$ cat config.mk
export PLATFORM = sky130hd
export DESIGN_NAME = cpu_core
export DESIGN_NICKNAME = d
export VERILOG_FILES = /design/src/source/cpu_pkg.sv /design/src/source/cpu_address_unit.sv /design/src/source/cpu_alu.sv /design/src/source/cpu_core.sv /design/src/source/cpu_registers.sv /design/src/source/cpu_sequencer.sv
export SDC_FILE = /design/constraint.sdc
export NUM_CORES = 1
export LEC_CHECK = 0
export BUFFER_PORTS_ARGS = -buffer_cell sky130_fd_sc_hd__buf_2
export CORE_UTILIZATION = 30
export DETAILED_ROUTE_END_ITERATION = 6
export HOLD_SLACK_MARGIN = 0.02
export RECOVER_POWER = 25
export SYNTH_ARGS = -nofsm -noshare
export SYNTH_HDL_FRONTEND = slang
export SYNTH_SLANG_ARGS = --single-unit
$ cat constraint.sdc
create_clock -name clock -period 12.9 [get_ports clock]
set_input_delay 1.29 -clock clock [delete_from_list [all_inputs] [get_ports clock]]
set_output_delay 1.29 -clock clock [all_outputs]
set_load 0.02 [all_outputs]
$ cat src/source/cpu_pkg.sv
`default_nettype none

package cpu_pkg;

    // instruction cycle of the sequencer
    typedef enum logic [1:0] {
        fetch_opcode,   // opcode byte on the bus, sync high
        fetch_operand,  // byte after the opcode, or the dead cycle of an implied op
        fetch_high,     // high byte of a jmp target
        zero_page       // data access at page zero
    } cpu_state_e;

    // alu operation, straight from opcode bits 7 to 5 of the cc=01 group
    typedef enum logic [2:0] {
        op_ora,
        op_and,
        op_eor,
        op_adc,
        op_sta,
        op_lda,
        op_cmp,
        op_sbc
    } alu_op_e;

    // what drives the internal data bus
    typedef enum logic [3:0] {
        src_memory,
        src_alu,
        src_a,
        src_x,
        src_y,
        src_inc_x,
        src_inc_y,
        src_dec_x,
        src_dec_y
    } db_source_e;

    localparam logic [7:0]  opcode_jmp_abs       = 8'h4c;
    localparam logic [15:0] reset_vector_default = 16'hfffc;  // low byte of the start address

endpackage

`default_nettype wire

$ cat src/source/cpu_address_unit.sv
`timescale 1ns/100ps
`default_nettype none

module cpu_address_unit import cpu_pkg::*; #(
    parameter logic [15:0] reset_vector = reset_vector_default
) (
    input  logic        clock,
    input  logic        reset,
    input  logic        enable,
    input  logic        pc_increment,
    input  logic        pc_load_vector,
    input  logic        vector_low_capture,
    input  logic        zero_page_access,
    input  logic [7:0]  data_in,
    output logic [15:0] address,
    output logic [15:0] pc
);

    logic [7:0] low_byte;  // operand byte from the previous cycle

    // zero page ops put the latched operand on the bus, everything else reads at pc
    assign address = zero_page_access ? {8'h00, low_byte} : pc;

    always_ff @(posedge clock) begin
        if (reset)
            pc <= reset_vector;
        else if (enable) begin
            if (pc_load_vector)
                pc <= {data_in, low_byte};  // high byte arrives this cycle
            else if (pc_increment)
                pc <= pc + 16'd1;
        end
    end

    always_ff @(posedge clock) begin
        if (enable && vector_low_capture)
            low_byte <= data_in;
    end

endmodule

`default_nettype wire

$ cat src/source/cpu_alu.sv
`timescale 1ns/100ps
`default_nettype none

module cpu_alu import cpu_pkg::*; (
    input  logic       clock,
    input  logic       reset,
    input  logic       enable,
    input  logic       flags_from_alu,
    input  logic       flags_nz_only,
    input  logic       carry_write,
    input  logic       set_carry_value,
    input  alu_op_e    alu_op,
    input  logic [7:0] a_value,
    input  logic [7:0] data_in,
    input  logic [7:0] db,
    output logic [7:0] alu_result,
    output logic [3:0] flags
);

    logic       flag_n, flag_v, flag_z, flag_c;
    logic       subtract, carry_in, arith, adc_sbc, overflow;
    logic [7:0] operand;
    logic [8:0] sum;

    assign subtract = alu_op == op_cmp || alu_op == op_sbc;
    assign operand  = subtract ? ~data_in : data_in;          // a - m = a + ~m + c
    assign carry_in = (alu_op == op_cmp) ? 1'b1 : flag_c;     // compare ignores c
    assign sum      = {1'b0, a_value} + {1'b0, operand} + {8'd0, carry_in};
    assign adc_sbc  = alu_op == op_adc || alu_op == op_sbc;
    assign arith    = adc_sbc || alu_op == op_cmp;
    assign overflow = (a_value[7] ^ sum[7]) & (operand[7] ^ sum[7]);  // sign flip

    always_comb begin
        case (alu_op)
            op_ora: alu_result = a_value | data_in;
            op_and: alu_result = a_value & data_in;
            op_eor: alu_result = a_value ^ data_in;
            op_adc: alu_result = sum[7:0];
            op_sta: alu_result = a_value;   // store data comes off the bus instead
            op_lda: alu_result = data_in;
            op_cmp: alu_result = sum[7:0];  // difference, only for n and z
            op_sbc: alu_result = sum[7:0];
        endcase
    end

    // n and z always follow the bus value of the cycle
    always_ff @(posedge clock) begin
        if (reset) begin
            flag_n <= 1'b0;
            flag_v <= 1'b0;
            flag_z <= 1'b0;
            flag_c <= 1'b0;
        end else if (enable) begin
            if (flags_from_alu || flags_nz_only) begin
                flag_n <= db[7];
                flag_z <= db == 8'h00;
            end
            if (flags_from_alu && arith)
                flag_c <= sum[8];
            else if (carry_write)
                flag_c <= set_carry_value;  // clc / sec
            if (flags_from_alu && adc_sbc)
                flag_v <= overflow;
        end
    end

    assign flags = {flag_n, flag_v, flag_z, flag_c};

endmodule

`default_nettype wire

$ cat src/source/cpu_core.sv
`timescale 1ns/100ps
`default_nettype none

module cpu_core import cpu_pkg::*; #(
    parameter logic [15:0] reset_vector = reset_vector_default
) (
    input  logic        clock,
    input  logic        reset,
    input  logic        enable,        // low stalls the whole core
    input  logic [7:0]  data_in,
    output logic [15:0] address,
    output logic [7:0]  data_out,
    output logic        write_enable,
    output logic        sync,
    output logic [15:0] debug_pc,
    output logic [7:0]  debug_a,
    output logic [7:0]  debug_x,
    output logic [7:0]  debug_y,
    output logic [3:0]  debug_flags    // n v z c
);

    logic       pc_increment, pc_load_vector, vector_low_capture, zero_page_access;
    logic       a_load, x_load, y_load;
    logic       flags_from_alu, flags_nz_only, carry_write, set_carry_value;
    db_source_e db_source;
    alu_op_e    alu_op;
    logic [7:0] db, alu_result;

    cpu_sequencer sequencer_i (.*);

    cpu_address_unit #(
        .reset_vector(reset_vector)
    ) address_unit_i (
        .clock, .reset, .enable,
        .pc_increment, .pc_load_vector, .vector_low_capture, .zero_page_access,
        .data_in, .address,
        .pc(debug_pc)
    );

    cpu_registers registers_i (
        .clock, .reset, .enable, .a_load, .x_load, .y_load, .db_source,
        .data_in, .alu_result, .db,
        .a_value(debug_a),
        .x_value(debug_x),
        .y_value(debug_y)
    );

    cpu_alu alu_i (
        .clock, .reset, .enable,
        .flags_from_alu, .flags_nz_only, .carry_write, .set_carry_value, .alu_op,
        .a_value(debug_a),
        .data_in, .db, .alu_result,
        .flags(debug_flags)
    );

    assign data_out = db;  // stores drive the selected register on the bus

endmodule

`default_nettype wire

$ cat src/source/cpu_registers.sv
`timescale 1ns/100ps
`default_nettype none

module cpu_registers import cpu_pkg::*; (
    input  logic       clock,
    input  logic       reset,
    input  logic       enable,
    input  logic       a_load,
    input  logic       x_load,
    input  logic       y_load,
    input  db_source_e db_source,
    input  logic [7:0] data_in,
    input  logic [7:0] alu_result,
    output logic [7:0] db,
    output logic [7:0] a_value,
    output logic [7:0] x_value,
    output logic [7:0] y_value
);

    // internal data bus, also the store data
    always_comb begin
        case (db_source)
            src_memory: db = data_in;
            src_alu:    db = alu_result;
            src_a:      db = a_value;
            src_x:      db = x_value;
            src_y:      db = y_value;
            src_inc_x:  db = x_value + 8'd1;  // inx
            src_inc_y:  db = y_value + 8'd1;  // iny
            src_dec_x:  db = x_value - 8'd1;  // dex
            src_dec_y:  db = y_value - 8'd1;  // dey
            default:    db = data_in;
        endcase
    end

    // all three registers load from the bus only
    always_ff @(posedge clock) begin
        if (reset) begin
            a_value <= 8'h00;
            x_value <= 8'h00;
            y_value <= 8'h00;
        end else if (enable) begin
            if (a_load)
                a_value <= db;
            if (x_load)
                x_value <= db;
            if (y_load)
                y_value <= db;
        end
    end

endmodule

`default_nettype wire

$ cat src/source/cpu_sequencer.sv
`timescale 1ns/100ps
`default_nettype none

module cpu_sequencer import cpu_pkg::*; (
    input  logic       clock,
    input  logic       reset,
    input  logic       enable,
    input  logic [7:0] data_in,
    output logic       pc_increment,
    output logic       pc_load_vector,
    output logic       vector_low_capture,
    output logic       zero_page_access,
    output db_source_e db_source,
    output logic       a_load,
    output logic       x_load,
    output logic       y_load,
    output alu_op_e    alu_op,
    output logic       flags_from_alu,
    output logic       flags_nz_only,
    output logic       carry_write,
    output logic       set_carry_value,
    output logic       write_enable,
    output logic       sync
);

    cpu_state_e state, next_state;
    logic [7:0] opcode;

    // bit field decode of the kept opcodes
    logic is_jmp, is_alu_imm, is_alu_zp, is_xy_imm, is_xy_zp, is_zero_page, is_store;
    db_source_e store_source;

    assign is_jmp       = opcode == opcode_jmp_abs;
    assign is_alu_imm   = opcode ==? 8'b???_010_01;  // ora..sbc #imm, 89 is a 2-byte nop
    assign is_alu_zp    = opcode ==? 8'b???_001_01;  // ora..sbc $zp, includes sta
    assign is_xy_imm    = opcode ==? 8'b101_000_?0;  // ldy / ldx #imm
    assign is_xy_zp     = opcode ==? 8'b10?_001_?0;  // sty stx ldy ldx $zp
    assign is_zero_page = is_alu_zp | is_xy_zp;
    assign is_store     = opcode[7:5] == 3'b100;     // only meaningful with is_zero_page

    assign alu_op = alu_op_e'(opcode[7:5]);
    assign sync   = state == fetch_opcode;

    // bits 1:0 pick the stored register
    always_comb begin
        case (opcode[1:0])
            2'b00:   store_source = src_y;
            2'b10:   store_source = src_x;
            default: store_source = src_a;
        endcase
    end

    always_comb begin
        next_state         = state;
        pc_increment       = 1'b0;
        pc_load_vector     = 1'b0;
        vector_low_capture = 1'b0;
        zero_page_access   = 1'b0;
        db_source          = src_memory;
        a_load             = 1'b0;
        x_load             = 1'b0;
        y_load             = 1'b0;
        flags_from_alu     = 1'b0;
        flags_nz_only      = 1'b0;
        carry_write        = 1'b0;
        set_carry_value    = opcode[5];  // sec has bit 5 set, clc clear
        write_enable       = 1'b0;
        case (state)
            fetch_opcode: begin
                pc_increment = 1'b1;
                next_state   = fetch_operand;
            end
            fetch_operand: begin
                next_state = fetch_opcode;
                if (is_jmp || is_zero_page) begin
                    pc_increment       = 1'b1;
                    vector_low_capture = 1'b1;  // jmp low byte or zp address
                    next_state         = is_jmp ? fetch_high : zero_page;
                end else if (is_alu_imm) begin
                    pc_increment   = 1'b1;
                    db_source      = src_alu;
                    a_load         = alu_op != op_cmp && alu_op != op_sta;
                    flags_from_alu = alu_op != op_sta;
                end else if (is_xy_imm) begin
                    pc_increment  = 1'b1;
                    x_load        = opcode[1];
                    y_load        = ~opcode[1];
                    flags_nz_only = 1'b1;
                end else begin
                    // one byte ops, unknown opcodes fall through as nop
                    case (opcode)
                        8'haa:   begin db_source = src_a;     x_load = 1'b1; end  // tax
                        8'ha8:   begin db_source = src_a;     y_load = 1'b1; end  // tay
                        8'h8a:   begin db_source = src_x;     a_load = 1'b1; end  // txa
                        8'h98:   begin db_source = src_y;     a_load = 1'b1; end  // tya
                        8'he8:   begin db_source = src_inc_x; x_load = 1'b1; end  // inx
                        8'hc8:   begin db_source = src_inc_y; y_load = 1'b1; end  // iny
                        8'hca:   begin db_source = src_dec_x; x_load = 1'b1; end  // dex
                        8'h88:   begin db_source = src_dec_y; y_load = 1'b1; end  // dey
                        8'h18,
                        8'h38:   carry_write = 1'b1;                             // clc / sec
                        default: db_source = src_memory;
                    endcase
                    flags_nz_only = a_load | x_load | y_load;
                end
            end
            fetch_high: begin
                pc_load_vector = 1'b1;  // pc <= {data_in, latched low}
                next_state     = fetch_opcode;
            end
            default: begin  // zero_page
                zero_page_access = 1'b1;
                next_state       = fetch_opcode;
                if (is_store) begin
                    write_enable = 1'b1;
                    db_source    = store_source;
                end else if (is_alu_zp) begin
                    db_source      = src_alu;
                    a_load         = alu_op != op_cmp;
                    flags_from_alu = 1'b1;
                end else begin
                    x_load        = opcode[1];  // ldx, else ldy
                    y_load        = ~opcode[1];
                    flags_nz_only = 1'b1;
                end
            end
        endcase
    end

    always_ff @(posedge clock) begin
        if (reset) begin
            state  <= fetch_operand;   // start mid-jmp so the vector gets fetched
            opcode <= opcode_jmp_abs;
        end else if (enable) begin
            state <= next_state;
            if (state == fetch_opcode)
                opcode <= data_in;
        end
    end

endmodule

`default_nettype wire
==> results.md, run 1 <==
- Final setup fails: 0
- Total GRT Usage: approximately a fifth
- Detailed Place HPWL: 13.1 mm
- Worst setup margin: 6.35 ns
- # clock sinks: 62
- Total number of vias: between 5000 and 6000
- Status: complete, no violations
- Io pins: 81
- Detailed-route DRC error count: 0
- Setup TNS Final: 0 ns
- Largest cells by area after synthesis: dfxtp_1 19%, ha_1 7.9%, nand2_1 5.9%
- DRT Pass-1 Iters: 5
- RSZ-0062 raised after global routing: no
- Postcts setup bufs: 0
- Dpl ws: around 6.8 ns
- Die extent in y: 140 µm
- Worst Path Max Fanout: 19
- Count of cell types in the netlist: 91
- Grt total ovfl: 0
- CTS Buf Count: 9
- FFs w/ async S/R, synth: 0%
- Total Power: 0.000598 W
- Vias in the first global route: around 5100
- Slew Limit Fails: 0
- Final wirelength: roughly 18 mm
- Worst-path cell chain: and2b_4 > o21a_4 > a211oi_2 > or2_1 > nand2_1 > nor2_1 > ha_1 > a21oi_1 > o211ai_1 > o41ai_1 > xnor2_1 > nand4_1 > and4b_1 > a31oi_2 > buf_2
- CTS resizes: 0
- Cell taking the most area after synthesis: dfxtp_1
- ANT cells: 0
- Synth Warn #: 0
- Layout Nets: 835
- FP Rows: 49
- Chip Width: 140 µm
- Seq/Total Area, Yosys: 23.2%
- Max H-tree Level: 3
- Fmax: 153 MHz
- Slew @ Worst Pin: approximately 1.1 ns
- Final GP Congestion: around 0.9
- EDFF count, synth: 8
- Largest net degree at the start of global routing: 56
- Share of cells above drive strength 1: 14.8%
- Synth Cell Area: 5680 µm²
- Hold Path Class: reg2reg
- CTS tree: built
- Initial antenna violation count: 0
- Minimum clock period: 6.55 ns
- Primary FF master, synth: dfxtp_1
- Wire per inst: 18.1 µm
- Worst Setup End Kind: output port
- Mapped Nets: 787
- Power per Cell Area: 93.0 nW/µm²
- Max VDD drop: 0.0000602 V
- Most frequent cells in the layout: 89 x nand2_1, 89 x nor2_1, 62 x buf_2, 56 x a21oi_1, 54 x dfxtp_1
- Slew headroom: 24.2%
- Initial Util: 31.1%
- Port buffer count: 80
- Root Buffer: clkbuf_16
- CP max-delay cell: dfxtp_1
- Slowest cell delay on critical path: roughly 0.8 ns
- Leak: 2.64 nW
- Fin crit share: 50.8%
- Core Area: 18300 µm²
- Final Hold Viols: 0
- Max clock buf depth: 2
- Mean post-synth cell area: 7.72 µm²
- Worst EP arrival: 5.26 ns
- Startpoint Class: flop
- Layout Skew: 0.00472 ns
- First-pass GRT wire length: 29.4 mm
- Clock Latency Late Sink: 0.34 ns
- DR vias/cell: 5.48
- Post-DRT Antenna Nets: 0
- Iteration-0 DRC Markers: 437
- CP required: 11.61 ns
- Max-cap violations: 0
- Cell count after synthesis: 736
- Post-synth top area share: a little under a fifth
- Die area: a little under 20000 µm²
- Post-CTS Hold Buffers: 0
- Kind of critical path: reg2out
- CTS clock-pin slew for the worst setup and hold paths: 0.06 ns
- Area grow syn2layout: 13.1%
- Synthesized flop and latch total: 62
-- registers in the layout, indices dropped and copies added (netlist names) --
signal,flops
address_unit_i.low_byte,8
registers_i.x_value,8
alu_i.flag_n,1
alu_i.flag_v,1
alu_i.flag_c,1
registers_i.a_value,8
sequencer_i.state,2
address_unit_i.pc,16
sequencer_i.opcode,8
registers_i.y_value,8
alu_i.flag_z,1
-- where the power goes --
group / internal [W] / switching (W) / total (W)
clock network: 0.000150 / 0.0000998 / 0.000250
logic: 0.0000457 / 0.0000873 / 0.000133
registers: 0.000204 / 0.0000107 / 0.000215
total: 0.000400 / 0.000198 / 0.000598
-- area by class of cell --
class                   instances  area (µm²)
fillers                      1939       11800
flip-flops and latches         62        1320
clock buffers                   9         225
well taps                     229         287
repair buffers                 84         408
inverters                      29         109
multi-input cells             598        4000
clock inverters                 7        73.8
-- cells by family after synthesis --
logic type               count (synthesis)  synth area share [%]
AND/OR/NAND/NOR                        305                  27.0
AO/OA/AOI/OAI                          200                  25.2
buffers and inverters                   76                  6.34
flip-flops                              62                  23.2
adder cells (fa/ha/maj)                 40                  9.33
multiplexers                            28                  5.11
XOR/XNOR                                25                  3.85
-- cell usage after synthesis (11+ instances only) --
| master | number |
|---|---|
| nor2_1 | 89 |
| ha_1 | 36 |
| and3_1 | 13 |
| nor2b_1 | 12 |
| o21ai_0 | 19 |
| and2_1 | 12 |
| inv_1 | 27 |
| a21oi_1 | 56 |
| dfxtp_1 | 54 |
| a31oi_1 | 11 |
| o22ai_1 | 13 |
| nand2_1 | 89 |
| nand3_1 | 26 |
| xnor2_1 | 19 |
| nand2b_1 | 15 |
| clkbuf_1 | 19 |
| mux2i_1 | 23 |
-- routing by layer --
metal | track usage [%] | routed length (µm)
met5 | 0 | 0
met2 | 30.1 | 8280
met1 | 26.3 | 8530
met3 | 3.58 | 1160
met4 | 6.77 | 502
-- critical path, delay by kind of cell (launching register included) --
family                   cells  cell delay, ns
buffers and inverters        1            0.23
flip-flops                   1            0.80
AO/OA/AOI/OAI                6            1.46
XOR/XNOR                     1            0.19
adder cells (fa/ha/maj)      1            0.34
AND/OR/NAND/NOR              6            1.93
-- path summary, 6_finish.rpt --
kind / start / slack [ns] / endpoint / cells after the start
min: alu_i.flag_z / 0.49 / alu_i.flag_z / 2
max reg2reg: sequencer_i.opcode[1] / 7.84 / alu_i.flag_z / 16
max: sequencer_i.opcode[1] / 6.35 / data_out[7] / 15
min reg2reg: alu_i.flag_z / 0.49 / alu_i.flag_z / 2
-- per-stage QoR --
| stage | area, µm² | hold WS, ns | instances | util [%] |
|---|---|---|---|---|
| floorplan | 5680 | 0.454 | 736 | - |
| global placement | 6150 | 0.475 | 1002 | 33.7 |
| detailed placement | 6150 | 0.479 | 1002 | 33.7 |
| CTS | 6450 | 0.490 | 1018 | 35.3 |
| global route | 6430 | 0.503 | 1018 | 35.2 |
| finish | 6430 | 0.488 | 1018 | 35.2 |
No activity file was read; power rests on OpenSTA's default activity.
==> run 2: changes to the inputs <==
- ABC_AREA: not set -> 1
- clock period: 12.9 -> 6.05 ns (I/O delays scaled with it)
==> results.md, run 2 <==
- Mean post-synth cell area: 6.54 µm²
- Synth Cell Area: 5400 µm²
- Initial Util: 31.0%
- FP Rows: 48
- EDFF count, synth: 8
- Synthesized flop and latch total: 62
- CTS Buf Count: 9
- Max reg flops: 16
- Hold Crit Depth: 2
- Post-synth top area share: 20.0%
- Worst Setup End Kind: output port
- Grt total ovfl: 0
- Seq/Total Area, Yosys: 24.5%
- Top cells by count, synth: 175 x nand2_1, 101 x inv_1, 73 x nor2_1
- Root Buffer: clkbuf_16
- Critical R2R Launch: sequencer_i.state[1]
- Most frequent cells in the layout: 175 x nand2_1, 101 x inv_1, 73 x nor2_1, 60 x a21oi_1, 58 x nand3_1
- Kind of critical path: reg2out
- Power per Cell Area: roughly 230 nW/µm²
- Leak: 3.06 nW
- Layout Nets: 948
- Most common cell in the synthesized netlist: nand2_1
- Core Util, Final: 35.7%
- Final setup fails: 0
- Max H-tree Level: 3
- Fmax: 205 MHz
- Initial antenna violation count: 0
- Clock Latency Late Sink: 0.34 ns
- Hold Path Class: reg2reg
- Slew @ Worst Pin: 1.03 ns
- Largest cells by area after synthesis: dfxtp_1 20%, nand2_1 12%, ha_1 8.3%
- Slowest cell delay on critical path: 0.52 ns
- Post-DRT Antenna Nets: 0
- Die area: between 15000 and 20000 µm²
- Capture point of the worst reg-to-reg path: alu_i.flag_z
- Final Hold Viols: 0
- Port buffer count: 80
- RSZ-0062 raised after global routing: no
- Wire per inst: around 15 µm
- Status: complete, no violations
- Slew headroom: 31.4%
- Area grow syn2layout: 15.1%
- Die extent in y: 136 µm
- Worst hold start: alu_i.flag_z
- Io pins: roughly 80
- DR vias/cell: 5.12
- Vias in the first global route: between 5000 and 6000
- Worst-path cell chain: nand2_1 > inv_2 > nand2_2 > nor2_1 > a21oi_2 > nand2_2 > nor2_1 > ha_1 > a21o_1 > nand2_1 > nand3_1 > nand2_1 > nand2_1 > a21oi_1 > nand2_1 > nand3_1 > nand3_1 > nor2_1 > nand2_1 > nor2_2 > inv_2 > buf_2
- CTS resizes: 0
- Mapped Nets: 877
- CTS clock-pin slew for the worst setup and hold paths: 0.05 ns
- Iteration-0 DRC Markers: 412
- Max VDD drop: 0.000173 V
- Hold-critical path endpoint: alu_i.flag_z
- ANT cells: 0
- Max-cap violations: 0
- Detailed Place HPWL: between 10 and 15 mm
- CP max-delay cell: nor2_1
- Fin crit share: roughly 81%
- Cell count after synthesis: 826
- Startpoint Class: flop
- Setup TNS Final: 0 ns
- Minimum clock period: 4.88 ns
- Worst Path Max Fanout: 20
- Final GP Congestion: 0.895
- Cell taking the most area after synthesis: dfxtp_1
- Commonest non-fill, non-tap cell in the layout: nand2_1
- Postcts setup bufs: 0
- # clock sinks: 62
- Core Area: about 17000 µm²
- Crit path top cell by count: nand2_1
- DRT Pass-1 Iters: 5
- Top reg by flops: address_unit_i.pc
- Total GRT Usage: 19.2%
- Synth Warn #: 0
- Share of cells above drive strength 1: 13.3%
- Layout Skew: between 0.009 and 0.01 ns
- CTS tree: built
- Final wirelength: 17.4 mm
- Fill cell count: 1922
- Worst hold slack: ~0.47 ns
- Flop2flop setup slack: 1.88 ns
- Post-CTS Hold Buffers: 0
- CP required: 5.44 ns
- Reg2Reg Depth: 21
- Chip Width: 136 µm
- Count of cell types in the netlist: 49
- Total number of vias: between 5000 and 6000
- Primary FF master, synth: dfxtp_1
- Detailed-route DRC error count: 0
- Largest net degree at the start of global routing: 31
- Total Power: 0.00141 W
- Max clock buf depth: 2
- FFs w/ async S/R, synth: 0%
- First-pass GRT wire length: around 27 mm
- Slew Limit Fails: 0
- Worst EP arrival: 4.27 ns
[run 2: final cells by class]
type	instances	area, µm²	area share, %
multi-input combinational	616	3470	55.7
clock inverter	5	50.0	0.805
sequential	62	1320	21.3
clock buffer	11	243	3.90
inverter	123	462	7.43
tap	225	282	4.53
timing repair buffer	85	394	6.34
[run 2: metrics by stage]
stage	setup WS (ns)	std cells	area, µm²
floorplan	2.17	826	5400
global placement	1.66	1111	5970
detailed placement	1.57	1111	5970
CTS	1.19	1127	6260
global route	0.806	1127	6220
finish	1.17	1127	6220
[run 2: worst max path at each step]
stage,cells after the start,to,slack [ns],startpoint
floorplan,23,data_out[7],2.17,sequencer_i.opcode[7]
global placement,22,data_out[7],1.66,sequencer_i.state[1]
detailed placement,22,data_out[7],1.57,sequencer_i.state[1]
CTS,22,data_out[7],1.19,sequencer_i.state[1]
global route,22,data_out[7],0.81,sequencer_i.state[1]
finish,22,data_out[7],1.17,sequencer_i.state[1]
[run 2: kinds of logic (layout without fill, tap and decap cells)]
logic type / count (synthesis) / after routing / synth area share [%]
compound gates: 174 / 174 / 18.8
xor+xnor: 23 / 23 / 3.73
fa+ha+maj: 40 / 40 / 9.82
buf+inv: 148 / 224 / 11.4
flops: 62 / 62 / 24.5
simple gates: 379 / 379 / 31.8
[run 2: metal layers]
layer	part of all wire, %	GRT usage [%]	routed length (µm)
met4	2.4	7.04	417
met2	44	30.4	7680
met1	47	25.9	8230
met3	6.0	3.21	1040
met5	0	0	0
[run 2: worst max-delay path, delay by kind of cell, from the launching register on]
kind | cells | cell delay (ns)
simple gates | 15 | 2.22
buf+inv | 3 | 0.50
compound gates | 3 | 0.48
fa+ha+maj | 1 | 0.40
flops | 1 | 0.36
[run 2: power breakdown]
part	leakage, nW	total, W	switching (W)	internal, W
logic	2.41	0.000405	0.000284	0.000121
registers	0.514	0.000482	0.0000335	0.000449
clock network	0.141	0.000522	0.000196	0.000327
total	3.06	0.00141	0.000513	0.000896
